--- src/rtl/core_pkg.sv ---
package core_pkg;

    // the stages are one-hot so the stage order reads straight off the bits
    typedef enum logic [5:0] {
        FETCH      = 6'b000001,
        DECODE     = 6'b000010,
        READ       = 6'b000100,
        EXECUTE    = 6'b001000,
        MEMORY     = 6'b010000,
        WRITE_BACK = 6'b100000
    } stage_t;

    typedef enum logic [3:0] {
        ALU_ADD,
        ALU_SUB,
        ALU_AND,
        ALU_OR,
        ALU_XOR,
        ALU_SLT,
        ALU_SLTU,
        ALU_SLL,
        ALU_SRL,
        ALU_SRA,
        ALU_PASS_B
    } alu_op_t;

    typedef enum logic [1:0] {WB_ALU, WB_IMM, WB_MEM, WB_PC} wb_sel_t;

    // PC_JUMP takes the ALU result, PC_BRANCH takes pc + imm when the branch is taken
    typedef enum logic [1:0] {PC_SEQ, PC_JUMP, PC_BRANCH, PC_HOLD} pc_sel_t;

    typedef struct packed {
        logic [6:0] funct7;
        logic [4:0] rs2;
        logic [4:0] rs1;
        logic [2:0] funct3;
        logic [4:0] rd;
        logic [6:0] opcode;
    } r_type_t;

    typedef struct packed {
        logic [11:0] imm;
        logic [4:0]  rs1;
        logic [2:0]  funct3;
        logic [4:0]  rd;
        logic [6:0]  opcode;
    } i_type_t;

    typedef struct packed {
        logic [6:0] imm_hi;
        logic [4:0] rs2;
        logic [4:0] rs1;
        logic [2:0] funct3;
        logic [4:0] imm_lo;
        logic [6:0] opcode;
    } s_type_t;

    typedef struct packed {
        logic       imm_12;
        logic [5:0] imm_10_5;
        logic [4:0] rs2;
        logic [4:0] rs1;
        logic [2:0] funct3;
        logic [3:0] imm_4_1;
        logic       imm_11;
        logic [6:0] opcode;
    } b_type_t;

    typedef struct packed {
        logic [19:0] imm;
        logic [4:0]  rd;
        logic [6:0]  opcode;
    } u_type_t;

    typedef struct packed {
        logic       imm_20;
        logic [9:0] imm_10_1;
        logic       imm_11;
        logic [7:0] imm_19_12;
        logic [4:0] rd;
        logic [6:0] opcode;
    } j_type_t;

    // the same instruction word seen through each encoding format
    typedef union packed {
        r_type_t r;
        i_type_t i;
        s_type_t s;
        b_type_t b;
        u_type_t u;
        j_type_t j;
    } instr_t;

endpackage
--- src/rtl/alu.sv ---
`timescale 1ns/1ns

module alu import core_pkg::*; (
    input  logic        clk,
    input  logic        en,
    input  alu_op_t     op,
    input  logic [31:0] a,
    input  logic [31:0] b,
    output logic [31:0] result,
    output logic        equal
);

    logic [4:0] shamt;

    assign shamt = b[4:0];

    always_ff @(posedge clk) begin
        if (en) begin
            // equal is kept for every op so branches can use any ALU encoding
            equal <= a == b;
            case (op)
                ALU_ADD:  result <= a + b;
                ALU_SUB:  result <= a - b;
                ALU_AND:  result <= a & b;
                ALU_OR:   result <= a | b;
                ALU_XOR:  result <= a ^ b;
                ALU_SLT:  result <= {31'd0, $signed(a) < $signed(b)};
                ALU_SLTU: result <= {31'd0, a < b};
                ALU_SLL:  result <= a << shamt;
                ALU_SRL:  result <= a >> shamt;
                ALU_SRA:  result <= $unsigned($signed(a) >>> shamt);
                default:  result <= b;
            endcase
        end
    end

endmodule

--- config.mk ---
export PLATFORM = sky130hd
export DESIGN_NAME = alu
export DESIGN_NICKNAME = d
export VERILOG_FILES = /design/src/rtl/core_pkg.sv /design/src/rtl/alu.sv
export SDC_FILE = /design/constraint.sdc
export NUM_CORES = 1
export LEC_CHECK = 0
export BUFFER_PORTS_ARGS = -buffer_cell sky130_fd_sc_hd__buf_4
export CELL_PAD_IN_SITES_DETAIL_PLACEMENT = 1
export CELL_PAD_IN_SITES_GLOBAL_PLACEMENT = 2
export CORE_MARGIN = 2
export CORE_UTILIZATION = 33
export DETAILED_ROUTE_END_ITERATION = 12
export GPL_ROUTABILITY_DRIVEN = 0
export PLACE_DENSITY = 0.78
export REMOVE_ABC_BUFFERS = 1
export SLEW_MARGIN = 0
export SYNTH_ARGS = -nofsm -noshare
export SYNTH_HDL_FRONTEND = slang
export SYNTH_SLANG_ARGS = --single-unit
--- constraint.sdc ---
create_clock -name clk -period 3.45 [get_ports clk]
set_input_delay 0.1725 -clock clk [delete_from_list [all_inputs] [get_ports clk]]
set_output_delay 0.1725 -clock clk [all_outputs]
set_load 0.02 [all_outputs]
Yosys cells after proc, flatten, opt, wreduce, memory -nomap -nowiden
Cells that the tools add are included.
W data, S select, Z words.
{"block": "word_totals", "ff_bits": 33, "output_inout_bits": 33, "wordCells": 24}
{"block": "op_classes", "addsub": 2, "order_cmp": 2, "n_eq_ne": 10, "shift": 3, "n_mux": 1, "n_bitwise": 3, "reduce_logical": 1}
{"op": "$pmux W32 S10", "count": 1}
{"op": "$lt A32 B32 Y1", "count": 2}
{"op": "$add A32 B32 Y32", "count": 1}
{"op": "$and A32 B32 Y32", "count": 1}
{"op": "$eq A32 B32 Y1", "count": 1}
{"op": "$or A32 B32 Y32", "count": 1}
{"op": "$shl A32 B5 Y32", "count": 1}
{"op": "$shr A32 B5 Y32", "count": 1}
{"op": "$sshr A32 B5 Y32", "count": 1}
{"op": "$sub A32 B32 Y32", "count": 1}
{"op": "$xor A32 B32 Y32", "count": 1}
{"op": "$eq A4 B3 Y1 const B", "count": 4}
{"op": "$eq A4 B2 Y1 const B", "count": 2}
{"op": "$eq A4 B4 Y1 const B", "count": 2}
{"op": "$eq A4 B1 Y1 const B", "count": 1}
{"op": "$logic_not A4 Y1", "count": 1}

Depth between registers and ports, before layout
{"block": "depth", "depth_word": 2, "mapped_depth": 15, "mapped_depth_nobuf": 13}

Least setup slack after synthesis
No wires, ideal clock.
{"block": "synth_timing", "path_kind": "input to register", "start": "input b[3]", "end": "register result[31] (data pin)", "setup_ns": 0.261, "arrival_time_ns": 3.334, "t_required_ns": 3.189, "path_slack_ns": -0.145, "stages": 15, "n_path_buf": 4, "cell_sequence": "clkbuf_1 -> clkinv_1 -> clkbuf_1 -> buf_1 -> ha_1 -> buf_2 -> nor2_1 -> o311ai_1 -> a2111oi_2 -> a31oi_1 -> a211oi_1 -> a211oi_1 -> o22ai_1 -> mux2i_1 -> o32a_1"}
{"block": "synth_via", "elab_chain_cells": 2, "elab_cells_between_ends": 6, "cone_classes": "add/sub (2); shift (3); mux (1)"}
{"item": "from (decl)", "line": "alu.sv:8", "source": "input logic [31:0] b,"}
{"item": "$sub A32 B32 Y32, or another cell as far along", "line": "alu.sv:23", "source": "ALU_SUB: result <= a - b;"}
{"item": "$pmux W32 S10 (*)", "line": "alu.sv:21", "source": "case (op)"}
{"item": "to (signal assigned)", "line": "alu.sv:22", "source": "ALU_ADD: result <= a + b;"}
{"item": "to (signal assigned)", "line": "alu.sv:23"}
{"item": "to (signal assigned)", "line": "alu.sv:24", "source": "ALU_AND: result <= a & b;"}
{"item": "to (decl)", "line": "alu.sv:9", "source": "output logic [31:0] result,"}
Every way passes the cells marked *; elsewhere a longest branch is shown, timed or not.
A chain may end at the register's enable or synchronous reset.

Worst setup path after layout
{"block": "layout_timing", "start": "input a[4]", "end": "register result[31] (data pin)"}
{"block": "layout_via", "elab_chain_cells": 2, "elab_cells_between_ends": 6, "cone_classes": "add/sub (2); shift (3); mux (1)"}
{"item": "from (decl)", "line": "alu.sv:7", "source": "input logic [31:0] a,"}
{"item": "$sub A32 B32 Y32, or another cell as far along", "line": "alu.sv:23"}
{"item": "$pmux W32 S10 (*)", "line": "alu.sv:21"}
Marked as above.

==> impl_metrics.tcl <==
set metrics [dict create \
    period_needed_ns 3.26 \
    dr.first_iter.drc_count 1348 \
    grt_max_degree 63 \
    dieHeight_microns 178 \
    status "complete, no violations" \
    finalWirelength_mm 50.2 \
    cts_buffers 5 \
    worstMarginPinSlew_ns 0.858 \
    clock-sinks 33 \
    ir_worst_vdd_v 0.000156 \
    fin_nets 1615 \
    grt_pass1_vias 11700 \
    rows 63 \
    crit_path_frequent_cell "buf_4" \
    grt_overflow 0 \
    switchingPower_uw 1470 \
    num_vias 11800 \
    switching_share 0.492 \
    crit_arrival_ns 3.34 \
    cts_tree "built" \
    p_per_area_nw_per_um2 256 \
    clock.fmax_mhz 306 \
    ant_nets 0 \
    fin_crit_sh 0.946 \
    pwr-share-comb 0.656 \
    p_leak_uw 0.00496 \
    drv_slew 0 \
    dpl_cell_area_sq_um 11600 \
    layout.cell_area.non_filler_sq_um 11700 \
    slew_headroom 0.426 \
    clk_path_buf_depth 2 \
    fill_cells 3698 \
    synth_area_sq_um 10000 \
    timing.setup.tns_ns 0 \
    end_kind "register" \
    synth_edf_count 33 \
    crit_chain "buf_4 -> inv_1 -> ha_1 -> nor2_1 -> o311ai_1 -> buf_4 -> a2111oi_2 -> a31oi_1 -> a211oi_1 -> buf_4 -> a211oi_1 -> o22ai_1 -> mux2i_1 -> o32a_1" \
    wl_per_cell_microns 27.3 \
    crit_path_start "a[4]" \
    synth.yosys.warnings 0 \
    layout.cells.most_common_list "buf_4, nor2_1, a21oi_1, o21ai_0, nand2_1" \
    initial_utilization 0.337 \
    ys_types 78 \
    port_buffers 102 \
    core_area_sq_um 29700 \
    final_common_cell "buf_4" \
    route.detailed.drc 0 \
    antenna_found_initial 1 \
    synth_seq_cells 33 \
    rsz0062_at_grt "no" \
    power_frac_seq 0.174 \
    dieWidth_microns 178 \
    maxCapViolCount 0 \
    min_path_cells 2 \
    drt_pre_antenna_iters 5 \
    min_path_type "input port to register" \
    cp_slowest_cell "a2111oi_2" \
    h-tree-depth 2 \
    setup_viol 0 \
    clk_pin_slew_ns 0.07 \
    crit_path_end "result[31]" \
    drive_gt1_frac 0.199 \
    postSynthAreaPerCell_sq_um 7.44 \
    synth_flop_cell "edfxtp_1" \
    dpl.hpwl_mm 39.1 \
    vias_per_cell 6.41 \
    start_kind "input port" \
    finalCoreUtilization 0.394 \
    grt_pass1_wl_mm 75.0 \
    slowest_delay_ns 0.57 \
    syn_inst 1345 \
    die_area_sq_um 31700 \
    io_pins 103 \
    area_delta_synth_final_pct 16.9 \
    worstSetupPathType "input port to register" \
    critPathRequiredTime_ns 3.52 \
    synthArstFlopShare 0 \
    ys_seq_area_frac 0.0990 \
    critPathMaxFanout 9 \
    diodes 0 \
    cts_root_buf "clkbuf_16" \
    finalHoldViolations 0 \
    clock_power_share 0.170 \
    p_int_uw 1520 \
    grt_usage 0.317 \
]
## worst max-delay path: cells and delay by family
family                   cells  cell delay (ns)
adder cells (fa/ha/maj)      1             0.39
AO/OA/AOI/OAI                7             1.94
multiplexers                 1             0.10
AND/OR/NAND/NOR              1             0.15
buffers and inverters        4             0.58
## layer usage
metal	part of all wire	vias up	track usage	routed length (microns)
li1	-	5209	-	-
met1	0.42	5807	0.437	21000
met2	0.44	643	0.487	21900
met3	0.10	122	0.0614	5090
met4	0.043	2	0.126	2130
met5	0.00026	-	0	13
## area by class of cell
cell class | instances | area [sq um] | share of cell area
Multi-Input combinational cell | 1102 | 8190 | 0.700
Timing Repair Buffer | 197 | 1490 | 0.127
Sequential cell | 33 | 991 | 0.0847
Tap cell | 390 | 488 | 0.0417
Inverter | 107 | 402 | 0.0343
Clock buffer | 6 | 129 | 0.0110
Clock inverter | 2 | 10.0 | 0.000855
## cell usage after synthesis, types with 10 or more instances
library cell,count,share of area
or3_1,10,0.0062
nand2_1,105,0.039
edfxtp_1,33,0.099
nor2_1,166,0.062
a221oi_1,15,0.013
xnor2_1,20,0.017
o21bai_1,12,0.0090
buf_2,20,0.010
a21o_1,16,0.012
nor2b_1,10,0.0062
o211ai_1,19,0.014
ha_1,97,0.12
inv_1,105,0.039
nor4_1,15,0.0094
nor3_1,38,0.019
a21oi_1,138,0.069
nand3_1,25,0.012
o22ai_1,10,0.0062
mux4_2,58,0.13
o21ai_0,112,0.056
mux2i_1,49,0.049
buf_1,15,0.0056
clkbuf_1,62,0.023
a31oi_1,16,0.010
a211oi_1,15,0.011
## power by group through the flow
| stage | sequential, uW | clock (uW) | combinational, uW |
|---|---|---|---|
| finish | 519 | 509 | 1970 |
| global route | 525 | 529 | 2100 |
| CTS | 521 | 520 | 1920 |
| detailed placement | 529 | 0 | 1910 |
| global placement | 529 | 0 | 1890 |
| floorplan | 586 | 0 | 1010 |
## registers in the layout, summed over array words and instances, names as in the netlist
name	cells
result	32
equal	1
## kinds of logic after synthesis
| logic type | synth area share |
|---|---|
| and+or+nand+nor | 0.180 |
| DFF | 0.0990 |
| adders and majority gates | 0.125 |
| muxes | 0.200 |
| AOI/OAI and AO/OA | 0.293 |
| buffers and inverters | 0.0846 |
| xor gates and xnor gates | 0.0184 |
## per-stage QoR
stage          power (uW)  setup WS [ns]  hold WS, ns  instances
6_report             2990          0.187        0.190       1837
5_1_grt              3150         0.0298        0.190       1837
4_1_cts              2960          0.279        0.184       1837
3_5_place_dp         2440        -0.0537        0.512       1829
3_3_place_gp         2420         0.0139        0.507       1829
2_1_floorplan        1590         -0.546        0.285       1242
## timing repair
| item | 4_1_cts | 5_1_grt |
|---|---|---|
| setup endpoints to repair | 0 | 1 |
| hold buffers | 0 | 0 |
| buffers inserted | 0 | 0 |
| hold endpoints to repair | 0 | 0 |
| resized for setup | 0 | 1 |
## worst min-delay path by stage
stage                      from          to  slack, ns
after floorplan              en       equal       0.28
after global placement    b[21]  result[21]       0.51
after detailed placement  b[21]  result[21]       0.51
after CTS                 b[21]  result[21]       0.18
after global routing      b[31]  result[31]       0.19
final                     b[31]  result[31]       0.19
No activity file was read; power rests on OpenSTA's default activity.
