### config.mk
export PLATFORM = sky130hd
export DESIGN_NAME = register_file
export DESIGN_NICKNAME = d
export VERILOG_FILES = /design/src/rtl/register_file.sv
export SDC_FILE = /design/constraint.sdc
export NUM_CORES = 1
export LEC_CHECK = 0
export ABC_AREA = 1
export BUFFER_PORTS_ARGS = -buffer_cell sky130_fd_sc_hd__buf_2
export CORE_MARGIN = 1.5
export CORE_UTILIZATION = 30
export DETAILED_ROUTE_END_ITERATION = 10
export PLACE_DENSITY = 0.44
export SETUP_SLACK_MARGIN = 0.2
export SYNTH_ARGS = -nofsm -noshare
export SYNTH_HDL_FRONTEND = slang
export SYNTH_SLANG_ARGS = --single-unit
### constraint.sdc
create_clock -name clk -period 2.6 [get_ports clk]
set_clock_uncertainty 0.15 [all_clocks]
set_input_delay 0.26 -clock clk [delete_from_list [all_inputs] [get_ports clk]]
set_output_delay 0.26 -clock clk [all_outputs]
set_load 0.1 [all_outputs]
### src/rtl/register_file.sv
`timescale 1ns/1ns

module register_file (
    input  logic        clk,
    input  logic        read_en,
    input  logic        write_en,
    input  logic [3:0]  rs1,
    input  logic [3:0]  rs2,
    input  logic [3:0]  rd,
    input  logic [31:0] write_data,
    output logic [31:0] read_a,
    output logic [31:0] read_b
);

    logic [31:0] regs [16];

    // entry 0 is never written, the read path forces zero for it
    always_ff @(posedge clk) begin
        if (write_en && rd != 4'd0) begin
            regs[rd] <= write_data;
        end
    end

    always_ff @(posedge clk) begin
        if (read_en) begin
            read_a <= (rs1 == 4'd0) ? 32'd0 : regs[rs1];
            read_b <= (rs2 == 4'd0) ? 32'd0 : regs[rs2];
        end
    end

endmodule

; Word level (Yosys, flattened, before mapping)
; Memories as Yosys holds them, arrays and structs flattened. A register that Yosys moved wholly into a read port is not among the register bits.
; Index checks and enable logic that the tools add are counted.
[word_totals]
wordCells = 7
n_memories = 1
reg_bits = 0
ram_bits = 512
[mem_list]
columns = memory, depth, width, read_ports, rd_clocked_by_memory_dff, wr, line
row1 = regs, 16, 32, 2, 2, 1, 15  ; logic [31:0] regs [16];
[classes]
muxes = 2
n_reduce_logical = 4
[op_table]
columns = op, count
row1 = $logic_not A4 Y1, 2
row2 = $reduce_bool A4 Y1, 1
row3 = $mux W1, 2
row4 = $logic_and A1 B1 Y1, 1

; Logic depth before layout (Yosys ltp)
; Gate-level depths: netlist of the first run.
[logic_depth]
ltp_word = 4
mapped_depth = 11
mapped_depth_nobuf = 8

; Worst setup path before layout of the first run
; Ideal clock, no wire load.
[synth_path]
path_kind = input-to-reg
startpoint = input rd[0]
endpoint = memory regs[10][0], enable pin
setup_time_ps = 421
cell_stages = 3
setup_slack_ps = 229
t_arrival_ps = 1800
path_cell_list = inv_1 > nand3_1 > nor2_1
[synth_between]
elab_chain_len = 4
[synth_lines]
columns = item, line
row1 = start: declaration, 9  ; input logic [3:0] rd,
row2 = $reduce_bool A4 Y1, 19  ; if (write_en && rd != 4'd0) begin
row3 = $logic_and A1 B1 Y1, 19
row4 = $mux W1, 19
row5 = $mux W1 (not written as such), 20  ; regs[rd] <= write_data;
row6 = end: declaration, 15
; Parallel ways exist; a longest one is shown, timed or not.

; Worst setup path in the final report of the first run
[layout_path]
startpoint = register read_b[18], read port of regs
endpoint = output read_b[18]
[layout_rtl]
columns = item, line
row1 = start: declaration, 12  ; output logic [31:0] read_b
; No word-level cell between the ends.

==> impl_metrics.tcl, run 1 <==
set metrics [dict create \
    status "completed" \
    ff2ff_path_depth 6 \
    maxCapViolCount 0 \
    clk_latency_ns 0.61 \
    grt_overflow_total 0 \
    grt_max_degree 106 \
    die_area_um2 100000 \
    ant_nets 0 \
    critical_path.endpoint_type "output port" \
    cts.repair.resized 0 \
    r2r-end "read_b[19]$_SDFFCE_PN0P_" \
    power.density_nw_per_um2 689 \
    cts_setup_buffers 0 \
    route.detailed.drc 0 \
    grt_usage_pct 20.3 \
    clockRootBuffer "clkbuf_16" \
    rsz0062_at_grt "no" \
    synthTopCellsByArea "edfxtp_1, nand2_1, nand3_1, inv_1, buf_2" \
    fin_crit_ns 1.90 \
    slowest_delay_ns 0.46 \
    p_leak_nw 15.1 \
    setup_violations 0 \
    post_drt_wl_per_cell_um 20.9 \
    die_y_um 317 \
    final_cells 4859 \
    critical_path_depth 1 \
    drt-initial-drc-count 2023 \
    dieWidth_um 317 \
    gp_congestion 0.770 \
    grt_pass1_vias 22700 \
    antenna_found_initial 1 \
    layout.nets 3577 \
    final_hold_viol_count 0 \
    maxSlewViolCount 0 \
    max_slew_margin_pct 56.6 \
    async_reset_ff_share_pct 0 \
    fmax_mhz 527 \
    endpoint "read_b[18]" \
    ios 111 \
    path_clk_slew_ns 0.06 \
    vias 23400 \
    cp_num_buf_inv 1 \
    first_pass_iters 6 \
    cp_top_family "buffers and inverters" \
    worstSetupPathType "flop to output port" \
    cts.sinks 576 \
    critical_path.max_fanout 1 \
    synthDominantCellAreaShare_pct 58.6 \
    crit_chain "buf_2" \
    syn_area_per_cell_um2 8.62 \
    ys_seq_area_share_pct 58.6 \
    crit_required_ns 2.19 \
    drive_gt1_share_pct 9.32 \
    yosysUniqueCellTypes 18 \
    hp-class "primary input to flop" \
    peakVddDrop_v 0.000390 \
    synthTopCellsByCount "nand2_1, nand3_1, edfxtp_1" \
    cts_tree "yes" \
    port_buffers 110 \
    ys.flop_type "edfxtp_1" \
    rrSetupSlack_ns 1.14 \
    synth-edff-count 576 \
    grt_pass1_wl_um 151000 \
    synth.largest_area_cell "edfxtp_1" \
    dpl.cell_count 4703 \
    synth.most_common_cell "nand2_1" \
    tns_ns 0 \
    cts_buffer_depth 3 \
    reg2reg_from "regs[2][19]$_DFFE_PP_" \
    startpoint "read_b[18]$_SDFFCE_PN0P_" \
    slowest_stage "buf_2" \
    drt-total-wl_um 102000 \
    yosys_warnings 0 \
    initial_utilization_pct 30.4 \
    arrival_ns 1.49 \
    dp_hpwl_um 53700 \
    htreeDepth 3 \
    start_kind "flop" \
    synth_seq_cells 576 \
    finalCritPeriodShare_pct 73.0 \
    viasPerCell 4.82 \
    synthCells 3420 \
    area_growth_syn_to_layout_pct 17.4 \
    fp-row-count 114 \
    synth_area_um2 29500 \
    worstMarginPinSlew_ns 0.651 \
    coreArea_um2 97000 \
    cts_inserted_buffers 68 \
]
## power breakdown
part	switching, mW	total, mW	internal (mW)	leakage, nW
clock network	3.97	10.2	6.26	1.15
registers	0.0906	10.6	10.5	5.29
logic	2.27	2.99	0.722	8.69
## what timing repair did
action,4_1_cts,5_1_grt
endpoints found under the setup margin,0,0
hold buffers,33,0
endpoints found under the hold margin,528,0
## area by class of cell
cell class,instances,area (um2)
repair buffers,222,2070
clock inverters,42,493
multi-input cells,2107,9210
clock buffers,80,1850
diodes,1,2.50
well taps,1276,1600
flip-flops and latches,576,17300
inverters,555,2110
fillers,9894,62400
## flip-flops by register name, summed over array words and instances, names as in the netlist
register,cells
regs,512
read_a,32
read_b,32
## cells by family after synthesis
| logic type | Yosys count | share of synthesized area [%] |
|---|---|---|
| other | 1 | 0.0127 |
| AND/OR/NAND/NOR | 2011 | 29.1 |
| flip-flops | 576 | 58.6 |
| buffers and inverters | 768 | 11.0 |
| AO/OA/AOI/OAI | 64 | 1.28 |
## worst min path at each step
stage | start | to | cells past startpoint
after global routing | rs2[3] | read_b[2]$_SDFFCE_PN0P_ | 3
final | rs2[3] | read_b[2]$_SDFFCE_PN0P_ | 3
after floorplan | write_data[0] | regs[0][0]$_DFFE_PP_ | 0
after global placement | write_data[23] | regs[0][23]$_DFFE_PP_ | 1
after detailed placement | write_data[23] | regs[0][23]$_DFFE_PP_ | 1
after CTS | rs2[3] | read_b[2]$_SDFFCE_PN0P_ | 3
## placed cells by master (no fill, tap or decap), drive strengths merged
cell,Yosys,final
inv,555,554
conb,1,32
clkinvlp,0,1
clkinv,0,30
a21oi,64,64
dlygate4sd3,0,33
clkbuf,19,80
nor4,2,2
buf,194,189
nand2,1188,1188
bufinv,0,12
nor2,17,17
edfxtp,576,576
nand3,804,804
diode,0,1
## per-layer routing
layer  vias up  global-route usage, %  part of all wire (%)
met1     11300                   28.7                    46
met4         0                   5.98                   2.2
met3       117                   2.66                   6.1
li1      11200                      -                     -
met2       785                   32.6                    46
met5         -                      0                     0
## metrics by stage
step	setup WS (ns)	area (um2)	hold slack (ns)	total power, mW	util, %
6_report	0.703	34600	0.0609	23.9	35.7
2_1_floorplan	0.229	29600	0.209	12.8	-
3_5_place_dp	0.518	32000	0.504	13.8	33.0
5_1_grt	0.673	34600	0.0282	24.7	35.7
4_1_cts	0.626	34600	0.00177	24.1	35.7
3_3_place_gp	0.543	32000	0.511	13.8	33.0
Power figures use the tool's default switching activity.
==> inputs of run 2 (changes only) <==
- ABC_AREA: 1 -> 0
- PLACE_DENSITY: 0.44 -> 0.45
- clock period: 2.6 -> 1.5 ns (I/O delays scaled with it)
==> run 2 against run 1 <==
Compared with the run above: the run now ends with setup timing left; register-to-register slack got worse by 1.3 ns; synthesized cell count decreased by 64%; core utilization increased by 5.0 points; largest cell class unchanged.
==> impl_metrics.tcl, run 2 <==
set metrics [dict create \
    layout.nets 1674 \
    slowest_stage "mux4_2" \
    syn_area_per_cell_um2 19.3 \
    grt_overflow_total 0 \
    viasPerCell 5.21 \
    cts_tree "yes" \
    async_reset_ff_share_pct 0 \
    cts_inserted_buffers 60 \
    wl_met1_um 33400 \
    ant_nets 0 \
    ios 111 \
    max_slew_margin_pct 66.8 \
    top_register "regs" \
    status "finished, violations left" \
    arrival_ns 1.91 \
    synth_seq_cells 544 \
    antenna_found_initial 2 \
    violations "setup timing" \
    drt-initial-drc-count 1036 \
    synth.largest_area_cell "edfxtp_1" \
    layout_common_cells "edfxtp_1, buf_4, mux4_2" \
    r2r-end "read_a[0]$_SDFFCE_PN0P_" \
    final_hold_viol_count 0 \
    worstSetupPathType "flop to flop" \
    top_regs "regs (480), read_a (32), read_b (32)" \
    slowest_delay_ns 0.48 \
    die_area_um2 81600 \
    dr_wl_met2_um 35900 \
    fp-row-count 103 \
    port_buffers 110 \
    hp-start "rd[0]" \
    setup_violations 105 \
    synth.most_common_cell "edfxtp_1" \
    synthTopCellsByCount "edfxtp_1, mux4_2, mux2i_1" \
    final_cells 2724 \
    vias 14200 \
    rrSetupSlack_ns -0.19 \
    gp_congestion 0.780 \
    met3_length_um 2850 \
    coreArea_um2 79000 \
    area_growth_syn_to_layout_pct 34.1 \
    peakVddDrop_v 0.000901 \
    cp_num_buf_inv 1 \
    top_layer "met5" \
    grt_max_degree 33 \
    power.density_nw_per_um2 1140 \
    synth_area_um2 24000 \
    critical_path.endpoint_type "flop" \
    setup_slack_ns -0.188 \
    mostFrequentLayoutCell "edfxtp_1" \
    die_y_um 286 \
    p_leak_nw 10.9 \
    path_clk_slew_ns 0.06 \
    grt_pass1_vias 15200 \
    diodes 0 \
    grt_usage_pct 18.0 \
    worstMarginPinSlew_ns 0.498 \
    whs_path_depth 4 \
    synthCells 1242 \
    maxSlewViolCount 0 \
    crit_required_ns 1.73 \
    dpl.cell_count 2554 \
    ys.flop_type "edfxtp_1" \
    maxCapViolCount 0 \
    fmax_mhz 592 \
    dieWidth_um 286 \
    clockRootBuffer "clkbuf_16" \
    finalCritPeriodShare_pct 113 \
    crit_chain "mux4_2 -> o22ai_2 -> nor3_2 -> buf_4" \
    cp_top_family "multiplexers" \
    first_pass_iters 5 \
    yosys_warnings 0 \
    post_drt_wl_per_cell_um 27.0 \
    critical_path.max_fanout 2 \
    route.detailed.drc 0 \
    start_kind "flop" \
    grt_pass1_wl_um 107000 \
    yosysUniqueCellTypes 32 \
    ff2ff_path_depth 4 \
    synthTopCellsByArea "edfxtp_1, mux4_2, mux2_2, mux2i_1, a221oi_1" \
    cts_buffer_depth 3 \
    whs_endpoint "regs[12][11]$_DFFE_PP_" \
    hp-class "primary input to flop" \
    reg2reg_from "regs[15][0]$_DFFE_PP_" \
    fill_cells 7044 \
    syn_nets 1289 \
    rsz0062_at_grt "yes" \
    drt-total-wl_um 73600 \
    htreeDepth 2 \
    largest_reg_flops 480 \
    synth-edff-count 544 \
    fin_crit_ns 1.69 \
    drive_gt1_share_pct 52.6 \
    synthDominantCellAreaShare_pct 68.1 \
    cts.sinks 544 \
    holdWs_ns 0.0406 \
    clk_latency_ns 0.63 \
    initial_utilization_pct 30.3 \
    ys_seq_area_share_pct 68.1 \
    dp_hpwl_um 49200 \
]
-- run 2: per-layer routing --
metal  GRT usage, %  vias to the layer above
li1               -                     6114
met1           24.8                     7631
met2           30.0                      350
met3           2.67                      103
met4           4.43                        4
met5              0                        -
-- run 2: cell type report --
class                           instances  area (um2)  share of cell area (%)
Multi-Input combinational cell        602        8190                    25.5
Clock inverter                         39         305                   0.950
Clock buffer                           70        1580                    4.92
Tap cell                             1050        1310                    4.09
Sequential cell                       544       16300                    50.8
Timing Repair Buffer                  419        4420                    13.7
-- run 2: cells by family (layout without fill, tap and decap cells) --
kind of cell / after synthesis / count (layout) / synth area share [%]
buf+inv: 96 / 528 / 2.20
flops: 544 / 544 / 68.1
compound gates: 182 / 182 / 5.44
mux: 320 / 320 / 22.2
simple gates: 100 / 100 / 2.00
-- run 2: tightest hold or removal path, stage by stage --
cell    delay (ns)
buf_2         0.14
buf_12        0.13
nor3_4        0.05
buf_12        0.15
-- run 2: repair_timing --
action,in CTS,in global routing
hold buffers,36,0
endpoints found under the setup margin,128,128
hold endpoints to repair,525,0
buffers inserted,10,15
gates resized for setup,215,29
pin swaps,22,11
-- run 2: per-stage QoR --
| step | util, % | setup TNS, ns | area [um2] | power (mW) | setup WS (ns) |
|---|---|---|---|---|---|
| after CTS | 40.4 | -10.11 | 31900 | 37.0 | -0.210 |
| after global routing | 40.7 | -13.03 | 32100 | 37.8 | -0.236 |
| after detailed placement | 36.3 | -69.24 | 28700 | 22.2 | -0.561 |
| after floorplan | - | -117.47 | 24700 | 20.5 | -0.391 |
| after global placement | 36.3 | -66.79 | 28700 | 22.2 | -0.570 |
| final | 40.7 | -7.12 | 32100 | 36.6 | -0.188 |
-- run 2: power breakdown --
part / switching, mW / total, mW / internal, mW
combinational: 2.93 / 4.91 / 1.98
clock: 6.17 / 14.2 / 8.05
sequential: 0.227 / 17.4 / 17.2
total: 9.33 / 36.6 / 27.3
-- run 2: worst max-delay path by stage --
stage	cells after the start	endpoint	slack, ns	from
after CTS	1	read_a[2]	-0.21	read_a[2]$_SDFFCE_PN0P_
after global routing	4	read_b[5]$_SDFFCE_PN0P_	-0.24	regs[15][5]$_DFFE_PP_
after floorplan	2	regs[10][0]$_DFFE_PP_	-0.39	rd[2]
after detailed placement	7	read_b[10]$_SDFFCE_PN0P_	-0.56	rs2[0]
after global placement	7	read_b[10]$_SDFFCE_PN0P_	-0.57	rs2[0]
final	4	read_a[0]$_SDFFCE_PN0P_	-0.19	regs[15][0]$_DFFE_PP_
