**config.mk**
```make
export PLATFORM = sky130hd
export DESIGN_NAME = program_counter
export DESIGN_NICKNAME = d
export VERILOG_FILES = /design/src/rtl/core_pkg.sv /design/src/rtl/program_counter.sv
export SDC_FILE = /design/constraint.sdc
export NUM_CORES = 1
export LEC_CHECK = 0
export BUFFER_PORTS_ARGS = -buffer_cell sky130_fd_sc_hd__buf_2
export CAP_MARGIN = 20
export CORE_MARGIN = 4
export CORE_UTILIZATION = 55
export CTS_CLUSTER_SIZE = 12
export DETAILED_ROUTE_END_ITERATION = 7
export HOLD_SLACK_MARGIN = 0.05
export PLACE_DENSITY = 0.87
export SYNTH_ARGS = -nofsm -noshare
export SYNTH_HDL_FRONTEND = slang
export SYNTH_SLANG_ARGS = --single-unit
```
**constraint.sdc**
```tcl
create_clock -name clk -period 7.1 [get_ports clk]
set_input_delay 1.42 -clock clk [delete_from_list [all_inputs] [get_ports clk]]
set_output_delay 1.42 -clock clk [all_outputs]
set_load 0.05 [all_outputs]
```
**src/rtl/core_pkg.sv**
```systemverilog
package core_pkg;

    // the stages are one-hot so the stage order reads straight off the bits
    typedef enum logic [5:0] {
        FETCH      = 6'b000001,
        DECODE     = 6'b000010,
        READ       = 6'b000100,
        EXECUTE    = 6'b001000,
        MEMORY     = 6'b010000,
        WRITE_BACK = 6'b100000
    } stage_t;

    typedef enum logic [3:0] {
        ALU_ADD,
        ALU_SUB,
        ALU_AND,
        ALU_OR,
        ALU_XOR,
        ALU_SLT,
        ALU_SLTU,
        ALU_SLL,
        ALU_SRL,
        ALU_SRA,
        ALU_PASS_B
    } alu_op_t;

    typedef enum logic [1:0] {WB_ALU, WB_IMM, WB_MEM, WB_PC} wb_sel_t;

    // PC_JUMP takes the ALU result, PC_BRANCH takes pc + imm when the branch is taken
    typedef enum logic [1:0] {PC_SEQ, PC_JUMP, PC_BRANCH, PC_HOLD} pc_sel_t;

    typedef struct packed {
        logic [6:0] funct7;
        logic [4:0] rs2;
        logic [4:0] rs1;
        logic [2:0] funct3;
        logic [4:0] rd;
        logic [6:0] opcode;
    } r_type_t;

    typedef struct packed {
        logic [11:0] imm;
        logic [4:0]  rs1;
        logic [2:0]  funct3;
        logic [4:0]  rd;
        logic [6:0]  opcode;
    } i_type_t;

    typedef struct packed {
        logic [6:0] imm_hi;
        logic [4:0] rs2;
        logic [4:0] rs1;
        logic [2:0] funct3;
        logic [4:0] imm_lo;
        logic [6:0] opcode;
    } s_type_t;

    typedef struct packed {
        logic       imm_12;
        logic [5:0] imm_10_5;
        logic [4:0] rs2;
        logic [4:0] rs1;
        logic [2:0] funct3;
        logic [3:0] imm_4_1;
        logic       imm_11;
        logic [6:0] opcode;
    } b_type_t;

    typedef struct packed {
        logic [19:0] imm;
        logic [4:0]  rd;
        logic [6:0]  opcode;
    } u_type_t;

    typedef struct packed {
        logic       imm_20;
        logic [9:0] imm_10_1;
        logic       imm_11;
        logic [7:0] imm_19_12;
        logic [4:0] rd;
        logic [6:0] opcode;
    } j_type_t;

    // the same instruction word seen through each encoding format
    typedef union packed {
        r_type_t r;
        i_type_t i;
        s_type_t s;
        b_type_t b;
        u_type_t u;
        j_type_t j;
    } instr_t;

endpackage
```
**src/rtl/program_counter.sv**
```systemverilog
`timescale 1ns/1ns

module program_counter import core_pkg::*; #(
    parameter int          MEM_WORDS = 256,
    parameter logic [31:0] RESET_PC  = 32'h0
) (
    input  logic        clk,
    input  logic        reset,
    input  logic        en,
    input  pc_sel_t     pc_sel,
    input  logic [31:0] imm,
    input  logic [31:0] alu_out,
    input  logic        branch_taken,
    output logic [31:0] pc,
    output logic [31:0] next_pc,
    output logic        fault
);

    logic [31:0] target;

    assign next_pc = pc + 32'd4;

    always_comb begin
        case (pc_sel)
            PC_SEQ:    target = next_pc;
            // JALR clears bit 0 of the computed address, JAL's target is even anyway
            PC_JUMP:   target = {alu_out[31:1], 1'b0};
            PC_BRANCH: target = branch_taken ? pc + imm : next_pc;
            default:   target = pc;
        endcase
    end

    // a bad target is reported and the PC keeps its old value
    assign fault = en && (target[1:0] != 2'b00 || target[31:2] >= MEM_WORDS);

    always_ff @(posedge clk) begin
        if (reset) begin
            pc <= RESET_PC;
        end else if (en && !fault) begin
            pc <= target;
        end
    end

endmodule

```
* After elaboration in Yosys (flattened, before gate mapping)
Cells that the tools add are included.
** Operators by class
- Add/sub/neg operators :: 2
- Order comparisons :: 1
- Equality and inequality tests :: 2
- Muxes and demuxes :: 2
- Reduce and logical (&&, ||, !) cells :: 6
** Operators with widths (number)
- 32-bit case mux with 3 select lines :: 1
- 32-bit by 3-bit adder with 32-bit output, second input constant :: 1
- 32-bit adder :: 1
- 32-bit 2-to-1 mux :: 1
- 30-bit by 9-bit greater-or-equal comparator with 1-bit output, second input constant :: 1
- 2-bit by 1-bit == test with 1-bit output, second input constant :: 1
- 2-bit == test, second input constant :: 1
- 1-bit logical AND :: 2
- 2-bit zero test :: 1
- 2-bit nonzero test :: 1
- 1-bit zero test :: 1
- 1-bit logical OR :: 1
** Storage, ports and cells
- Bits in registers :: 32
- Bits of input ports :: 70
- Word-level logic and storage cells :: 14

* Depth between registers and ports, before layout
Gate-level depths: netlist of run 1.
- Depth in word-level cells :: 8
- Gate-level depth with buffers :: 15
- Depth with buffers taken out :: 14

* Worst setup path before layout of run 1
No wires, ideal clock.
- Path type :: in2out
- Start :: in imm[0]
- End :: out fault
- Data arrival time :: 4.674 ns
- Setup slack :: 1.006 ns
- Cell stages on the path :: 13
- Path buffers :: 0
- Cell sequence :: ha_1 inv_1 fa_1 nand2b_1 a21oi_1 o21ai_0 a31oi_1 mux2_2 o31a_1 o41ai_1 nand3_1 nor4b_4 nor2b_1
** On the way
- Longest elaborated chain between the ends :: 6
- Elaborated cells between the ends (all ways) :: 7
- Those cells by class :: add/sub: 1; order compare: 1; mux: 2; reduce/logical: 3
** RTL lines
- start: declaration :: RTL line program_counter.sv:11 : input logic [31:0] imm,
- 32-bit adder * :: RTL line program_counter.sv:28 : PC_BRANCH: target = branch_taken ? pc + imm : next_pc;
- 32-bit 2-to-1 mux * :: RTL line program_counter.sv:28
- 32-bit case mux with 3 select lines * :: RTL line program_counter.sv:24 : case (pc_sel)
- 30-bit by 9-bit greater-or-equal comparator with 1-bit output or 2-bit nonzero test (tied branches) :: RTL line program_counter.sv:34 : assign fault = en && (target[1:0] != 2'b00 || target[31:2] >= MEM_WORDS);
- 1-bit logical OR * :: RTL line program_counter.sv:34
- 1-bit logical AND * :: RTL line program_counter.sv:34
- end: declaration :: RTL line program_counter.sv:16 : output logic fault
Mark *: on every way between the ends. The rest lies on a longest branch, timed or not.

* Final worst setup path of run 1
Same ends and word-level chain as after synthesis.

==> out/summary.txt, run 1 <==
outcome - complete, no violations
Lkg Pwr - 2.606 nW
top cell type's share of synthesized area - 0.1318
Initial Util - 0.5600
CTS tree - built
most common cell in the netlist - a21oi_1
fmax - 152.6 MHz
final count of hold timing violations - 0
routed via count - 6372
post-synth cell types - 75
YS warnings - 0
Fin Clk Skew - 0.006885 ns
Die Height - 102 um
Layout Nets - 925
root buffer cell - clkbuf_8
Worst-Margin Slew - 0.9273 ns
Setup TNS Final - 0 ns
post-route ant nets - 0
hold buffers post-CTS - 0
drt first pass iters - 6
ratio of cells with drive above 1 in the final layout - 0.2017
Slew Limit Fails - 0
Crit Path Max Fanout - 5
max reg flops - 32
post-synthesis async set-or-reset flop share - 0
unrepaired setup endpoints after global routing - no
Std-Cell Rows - 34
min Tclk post-route - 6.552 ns
Core Region - 8678 um^2
All-Layer GR Usage - 0.3779
syn avg cell area - 6.797 um^2
Synth Flop Type - dfxtp_1
Syn Inst Count - 715
Arrival @ worst endpoint - 5.13 ns
Max VDD drop - 0.1079 mV
Final Cycle Share - 0.9228
CTS Buffer Depth - 2
Max Cap Violations - 0
TritonCTS Buffers - 5
Via density - 6.844
GPL Wtd Cong - 1.018
CTS H-tree depth - 2
post-CTS sizing - 0
postcts setup bufs - 0
CP Class - in2out
num ports - 135
worst skew pair latency - 0.29 ns
final core utilization - 0.6511
filler cell count - 842
Placed Instances - 922
power per cell area - 84.00 nW/um^2
DIE AREA - 10400 um^2
Clock transition at path regs - 0.07 ns
Worst R2R Path Depth - 13
Worst Setup End Kind - primary output
Port Buffer Count - 133
flops & latches, synth - 32
Largest regs - pc (32)
sequential area share after synthesis - 0.1318
Mapped Nets - 818
Largest Register - pc
Layout Cells excl Fill - 931
Hold WC Path Type - reg2reg
Max-slew headroom - 0.3767
number of enable flip-flop cells after synthesis - 0
Worst EP required - 5.68 ns
synth-to-layout area growth - 16.27%
Die W - 102 um
Reg area - 640.6 um^2
CTS sink count - 32
DRC violations left - 0
mapped cell area - 4860 um^2
vias in the first global route - 5833
dpl hpwl - 15680 um
largest net degree at the start of global routing - 41
overall routed net length - 19870 um
footprint of the multi-input gates - 3921 um^2
WHS Path Cells - 1
ranking of synthesized cells by area - dfxtp_1 13%, ha_1 8.2%, a21oi_1 7.7%
n_diodes - 0
largest area contributor in the netlist - dfxtp_1
initial antenna violation count - 0
DR WL/cell - 21.34 um
top cells by count, synth - 75 x a21oi_1, 61 x nand2_1, 57 x nor2_1
nature of the critical path startpoint - input port
Overflow after GRT - 0
final hold slack - 0.5669 ns
first-pass GRT wire length - 30940 um
DRT iter0 DRCs - 803
setup violators final - 0
==> stage by stage <==
step	setup slack, ns	total power, W	area, um^2
floorplan	1.006	0.0002721	4860
global placement	0.6060	0.0003204	5550
detailed placement	0.5780	0.0003225	5550
CTS	0.5779	0.0004703	5643
global route	0.3126	0.0004947	5650
finish	0.5480	0.0004746	5650
==> cell type report <==
type / instances / share of cell area
timing repair buffer: 144 / 0.1324
multi-input combinational: 609 / 0.6940
inverter: 30 / 0.01993
sequential: 32 / 0.1134
clock inverter: 2 / 0.001771
clock buffer: 6 / 0.01461
tap: 108 / 0.02392
==> critical path, cell delays in order <==
cell and delay, ns:
buf_2 0.08, ha_1 0.18, inv_1 0.07, fa_1 0.39, nand2b_1 0.17, a21oi_1 0.34
o21ai_0 0.25, a31oi_1 0.38, mux2_2 0.39, o31a_1 0.29, o41ai_1 0.25, nand3_1 0.17
nor4b_4 0.44, nor2b_1 0.08, buf_2 0.22
==> where the power goes <==
part	internal, W	switching [W]	total [W]
clock	0.0000774	0.0000725	0.000150
combinational	0.0000550	0.0000899	0.000145
sequential	0.000179	0.000000309	0.000180
total	0.000312	0.000163	0.000475
==> routing by layer <==
| metal | wire length, um | GRT usage | part of all wire |
|---|---|---|---|
| met1 | 7994 | 0.5494 | 0.40 |
| met2 | 8744 | 0.5787 | 0.44 |
| met3 | 2377 | 0.04710 | 0.12 |
| met4 | 754 | 0.1221 | 0.038 |
| met5 | 0 | 0 | 0 |
==> cells by family after synthesis <==
logic type | synth area share
and+or+nand+nor | 0.3066
xor gates and xnor gates | 0.08110
AOI/OAI and AO/OA | 0.3115
DFF | 0.1318
adders and majority gates | 0.08651
buffers and inverters | 0.06128
muxes | 0.02111
==> placed cells by master (no fill, tap or decap), types with 3 or more instances in the layout <==
| cell type | n |
|---|---|
| a211oi_1 | 13 |
| a21o_1 | 6 |
| a21oi_1 | 75 |
| a221o_1 | 4 |
| a221oi_1 | 9 |
| a22oi_1 | 4 |
| a31oi_1 | 11 |
| and2_1 | 24 |
| and3_1 | 18 |
| and4_1 | 4 |
| buf_2 | 133 |
| buf_4 | 11 |
| clkbuf_8 | 6 |
| dfxtp_1 | 32 |
| ha_1 | 32 |
| inv_1 | 30 |
| mux2i_1 | 8 |
| nand2_1 | 61 |
| nand2b_1 | 7 |
| nand3_1 | 26 |
| nand3b_1 | 3 |
| nand4_1 | 24 |
| nor2_1 | 57 |
| nor2b_1 | 3 |
| nor3_1 | 21 |
| nor4_1 | 12 |
| o211ai_1 | 6 |
| o21a_1 | 6 |
| o21ai_0 | 51 |
| o221ai_1 | 8 |
| o22ai_1 | 8 |
| o31ai_1 | 6 |
| or2_2 | 4 |
| or4_1 | 6 |
| xnor2_1 | 22 |
| xor2_1 | 23 |
==> final timing paths <==
kind	from	end	slack (ns)
worst max-delay path	imm[0]	fault	0.55
worst min-delay path	pc[31]	pc[31]	0.57
worst max register to register	pc[3]	pc[3]	1.89
worst min register to register	pc[31]	pc[31]	0.57
Note: power is estimated with default switching activity, not from simulation.
==> run 2, diff against run 1 <==
ABC_AREA = 1   (was not set)
PLACE_DENSITY = 0.85   (was 0.87)
==> out/summary.txt, run 2 <==
overall routed net length - 21260 um (+7.0%)
Core Region - 10280 um^2 (+18%)
postcts setup bufs - 0 (unchanged)
root buffer cell - clkbuf_8
Area after DPL - 6513 um^2 (+17%)
most common cell in the netlist - nand2_1
post-synth cell types - 41 (-45%)
Largest Register - pc
Fin Clk Skew - 0.005255 ns (-0.001630 ns)
final core utilization - 0.6449 (-0.006221)
num ports - 135 (unchanged)
synth-to-layout area growth - 14.60%
first-pass GRT wire length - 34350 um (+11%)
complex-gate fraction of the synthesized area - 0.1095 (-0.2021)
Initial Util - 0.5627 (+0.002721)
Sw Share - 0.3320 (-0.01088)
commonest cells after routing, fill and taps aside - 474 x nand2_1, 192 x inv_1, 133 x buf_2
Hold WC Path Type - reg2reg
hold buffers post-CTS - 0 (unchanged)
Max Cap Violations - 0 (unchanged)
Lkg Pwr - 4.073 nW (+56%)
Worst R2R Setup Slack - 2.85 ns (+0.96 ns)
min Tclk post-route - 5.989 ns (-0.5626 ns)
vias in the first global route - 6913 (+19%)
Port Buffer Count - 133 (unchanged)
worst skew pair latency - 0.29 ns (about the same)
Overflow after GRT - 0 (unchanged)
DIE AREA - 12220 um^2 (+17%)
max reg flops - 32 (unchanged)
post-route ant nets - 0 (unchanged)
unrepaired setup endpoints after global routing - no
n_diodes - 0 (unchanged)
commonest non-fill, non-tap cell in the layout - nand2_1
power per cell area - 75.62 nW/um^2 (-10%)
reg-to-reg startpoint - pc[2]
ranking of synthesized cells by area - nand2_1 31%, inv_1 12%, dfxtp_1 11%
Layout Nets - 1383 (+50%)
GPL Wtd Cong - 1.027 (+0.83%)
Critical R2R Capture - pc[23]
sw power - 0.0001664 W (+2.2%)
YS warnings - 0 (unchanged)
fmax - 167.0 MHz (+9.4%)
Setup TNS Final - 0 ns (unchanged)
Final Cycle Share - 0.8436 (-0.07925)
post-synthesis async set-or-reset flop share - 0 (unchanged)
CTS H-tree depth - 2 (unchanged)
top cell type's share of synthesized area - 0.3077 (+0.1758)
launch point of the worst hold path - pc[31]
Worst-Margin Slew - 0.8011 ns (-0.1262 ns)
DRC violations left - 0 (unchanged)
Worst R2R Path Depth - 18 (+5)
Clock Power Share - 0.343 (+0.027)
Arrival @ worst endpoint - 4.57 ns (-0.56 ns)
WHS Path Cells - 2 (+1)
Std-Cell Rows - 37 (+8.8%)
nature of the critical path startpoint - input port
largest area contributor in the netlist - nand2_1
number of enable flip-flop cells after synthesis - 0 (unchanged)
dpl hpwl - 17710 um (+13%)
Clock transition at path regs - 0.07 ns (about the same)
Post-Synth XOR/XNOR Area - 0.01363 (-0.06747)
Syn Inst Count - 1162 (+63%)
post-synthesis simple-gate area fraction - 0.5283 (+0.2217)
ratio of cells with drive above 1 in the final layout - 0.1569 (-0.04479)
final count of hold timing violations - 0 (unchanged)
largest net degree at the start of global routing - 35 (-15%)
CTS sink count - 32 (unchanged)
Mapped Nets - 1265 (+55%)
routed via count - 7544 (+18%)
Logic pwr share - 0.299 (-0.006)
Largest regs - pc (32)
Min-Delay Endpoint - pc[31]
TritonCTS Buffers - 5 (unchanged)
largest family of logic cells by synthesized area - simple AND/OR/NAND/NOR gates
DR WL/cell - 15.00 um (-30%)
sequential area share after synthesis - 0.1108 (-0.02105)
top cells by count, synth - 474 x nand2_1, 192 x inv_1, 94 x nor2_1
Slew Limit Fails - 0 (unchanged)
flops & latches, synth - 32 (unchanged)
syn avg cell area - 4.977 um^2 (-27%)
Design Area, Final - 6628 um^2 (+17%)
DRT iter0 DRCs - 700 (-13%)
mapped cell area - 5783 um^2 (+19%)
All-Layer GR Usage - 0.3399 (-0.03802)
Synth Area in Adders - 0.07270 (-0.01381)
outcome - complete, no violations
CP Class - in2out
Synth Flop Type - dfxtp_1
Die Height - 110.5 um (+8.4%)
drt first pass iters - 5 (-1)
internal power - 0.0003348 W (+7.3%)
Max-slew headroom - 0.4646 (+0.08799)
Via density - 5.324 (-22%)
Max VDD drop - 0.1850 mV (+71%)
CTS tree - built
mux contribution to synthesized area - 0 (-0.02111)
setup violators final - 0 (unchanged)
CTS Buffer Depth - 2 (unchanged)
Die W - 110.5 um (+8.4%)
initial antenna violation count - 0 (unchanged)
post-CTS sizing - 0 (unchanged)
sequential share of power - 0.358 (-0.021)
Worst Setup End Kind - primary output
Crit Path Max Fanout - 29 (+24)
Worst EP required - 5.68 ns (about the same)
run 2: cell types whose count changed in the layout (fill, tap and decap cells not counted), sizes merged, moves of 19 or more:
cell and delta:
nand3 +65, inv +190, xnor2 -22, nand2 +419
and2 -19, nor2 +46
run 2: how the worst max path moves through the flow:
stage	startpoint	end	slack (ns)	cells after the start
3_5_place_dp	branch_taken	fault	1.18	15
4_1_cts	branch_taken	fault	1.17	15
6_report	branch_taken	fault	1.11	15
3_3_place_gp	branch_taken	fault	1.24	15
5_1_grt	branch_taken	fault	0.77	15
2_1_floorplan	imm[0]	fault	1.41	16
run 2: power by group through the flow:
stage | clock (W) | combinational (W) | sequential [W]
2_1_floorplan | 0 | 0.0000988 | 0.000184
3_3_place_gp | 0 | 0.000145 | 0.000184
3_5_place_dp | 0 | 0.000146 | 0.000184
4_1_cts | 0.000173 | 0.000147 | 0.000180
5_1_grt | 0.000182 | 0.000170 | 0.000179
6_report | 0.000172 | 0.000150 | 0.000180
run 2: layout make-up:
class	instances	area (um^2)
clock buffers	6	72.57
flip-flops and latches	32	640.6
well taps	136	170.2
repair buffers	136	688.2
inverters	222	833.3
multi-input cells	883	4188
clock inverters	2	35.03
fillers	1097	3650
run 2: stage by stage:
| step | setup WS (ns) | hold slack, ns | cells | total power, W |
|---|---|---|---|---|
| 5_1_grt | 0.7731 | 0.5776 | 1417 | 0.0005316 |
| 2_1_floorplan | 1.411 | 0.7366 | 1162 | 0.0002826 |
| 3_3_place_gp | 1.243 | 0.5376 | 1408 | 0.0003286 |
| 4_1_cts | 1.167 | 0.5540 | 1416 | 0.0004997 |
| 3_5_place_dp | 1.178 | 0.5404 | 1408 | 0.0003298 |
| 6_report | 1.111 | 0.5504 | 1417 | 0.0005012 |
run 2: cells by family (layout without fill, tap and decap cells):
family / after synthesis / after routing
XOR/XNOR: 9 / 9
flip-flops: 32 / 32
AO/OA/AOI/OAI: 117 / 117
adder cells (fa/ha/maj): 33 / 33
buffers and inverters: 247 / 366
AND/OR/NAND/NOR: 724 / 724
run 2: critical path: stages:
cell and delay, ns:
buf_2 0.46, inv_1 0.37, o21ai_1 0.55, inv_1 0.31, nand2_1 0.12, nand3_1 0.07
o21ai_0 0.14, and2_1 0.18, nand3_1 0.07, nor2_1 0.11, nand3_1 0.07, nand3_1 0.12
nor2_4 0.09, a21boi_0 0.20, buf_2 0.29
run 2: layer usage:
| metal | global-route usage | share of wire | vias up |
|---|---|---|---|
| met5 | 0 | 0 | - |
| met4 | 0.1207 | 0.033 | 0 |
| met3 | 0.05644 | 0.089 | 61 |
| met2 | 0.5368 | 0.44 | 353 |
| met1 | 0.4659 | 0.43 | 3302 |
| li1 | - | - | 3828 |
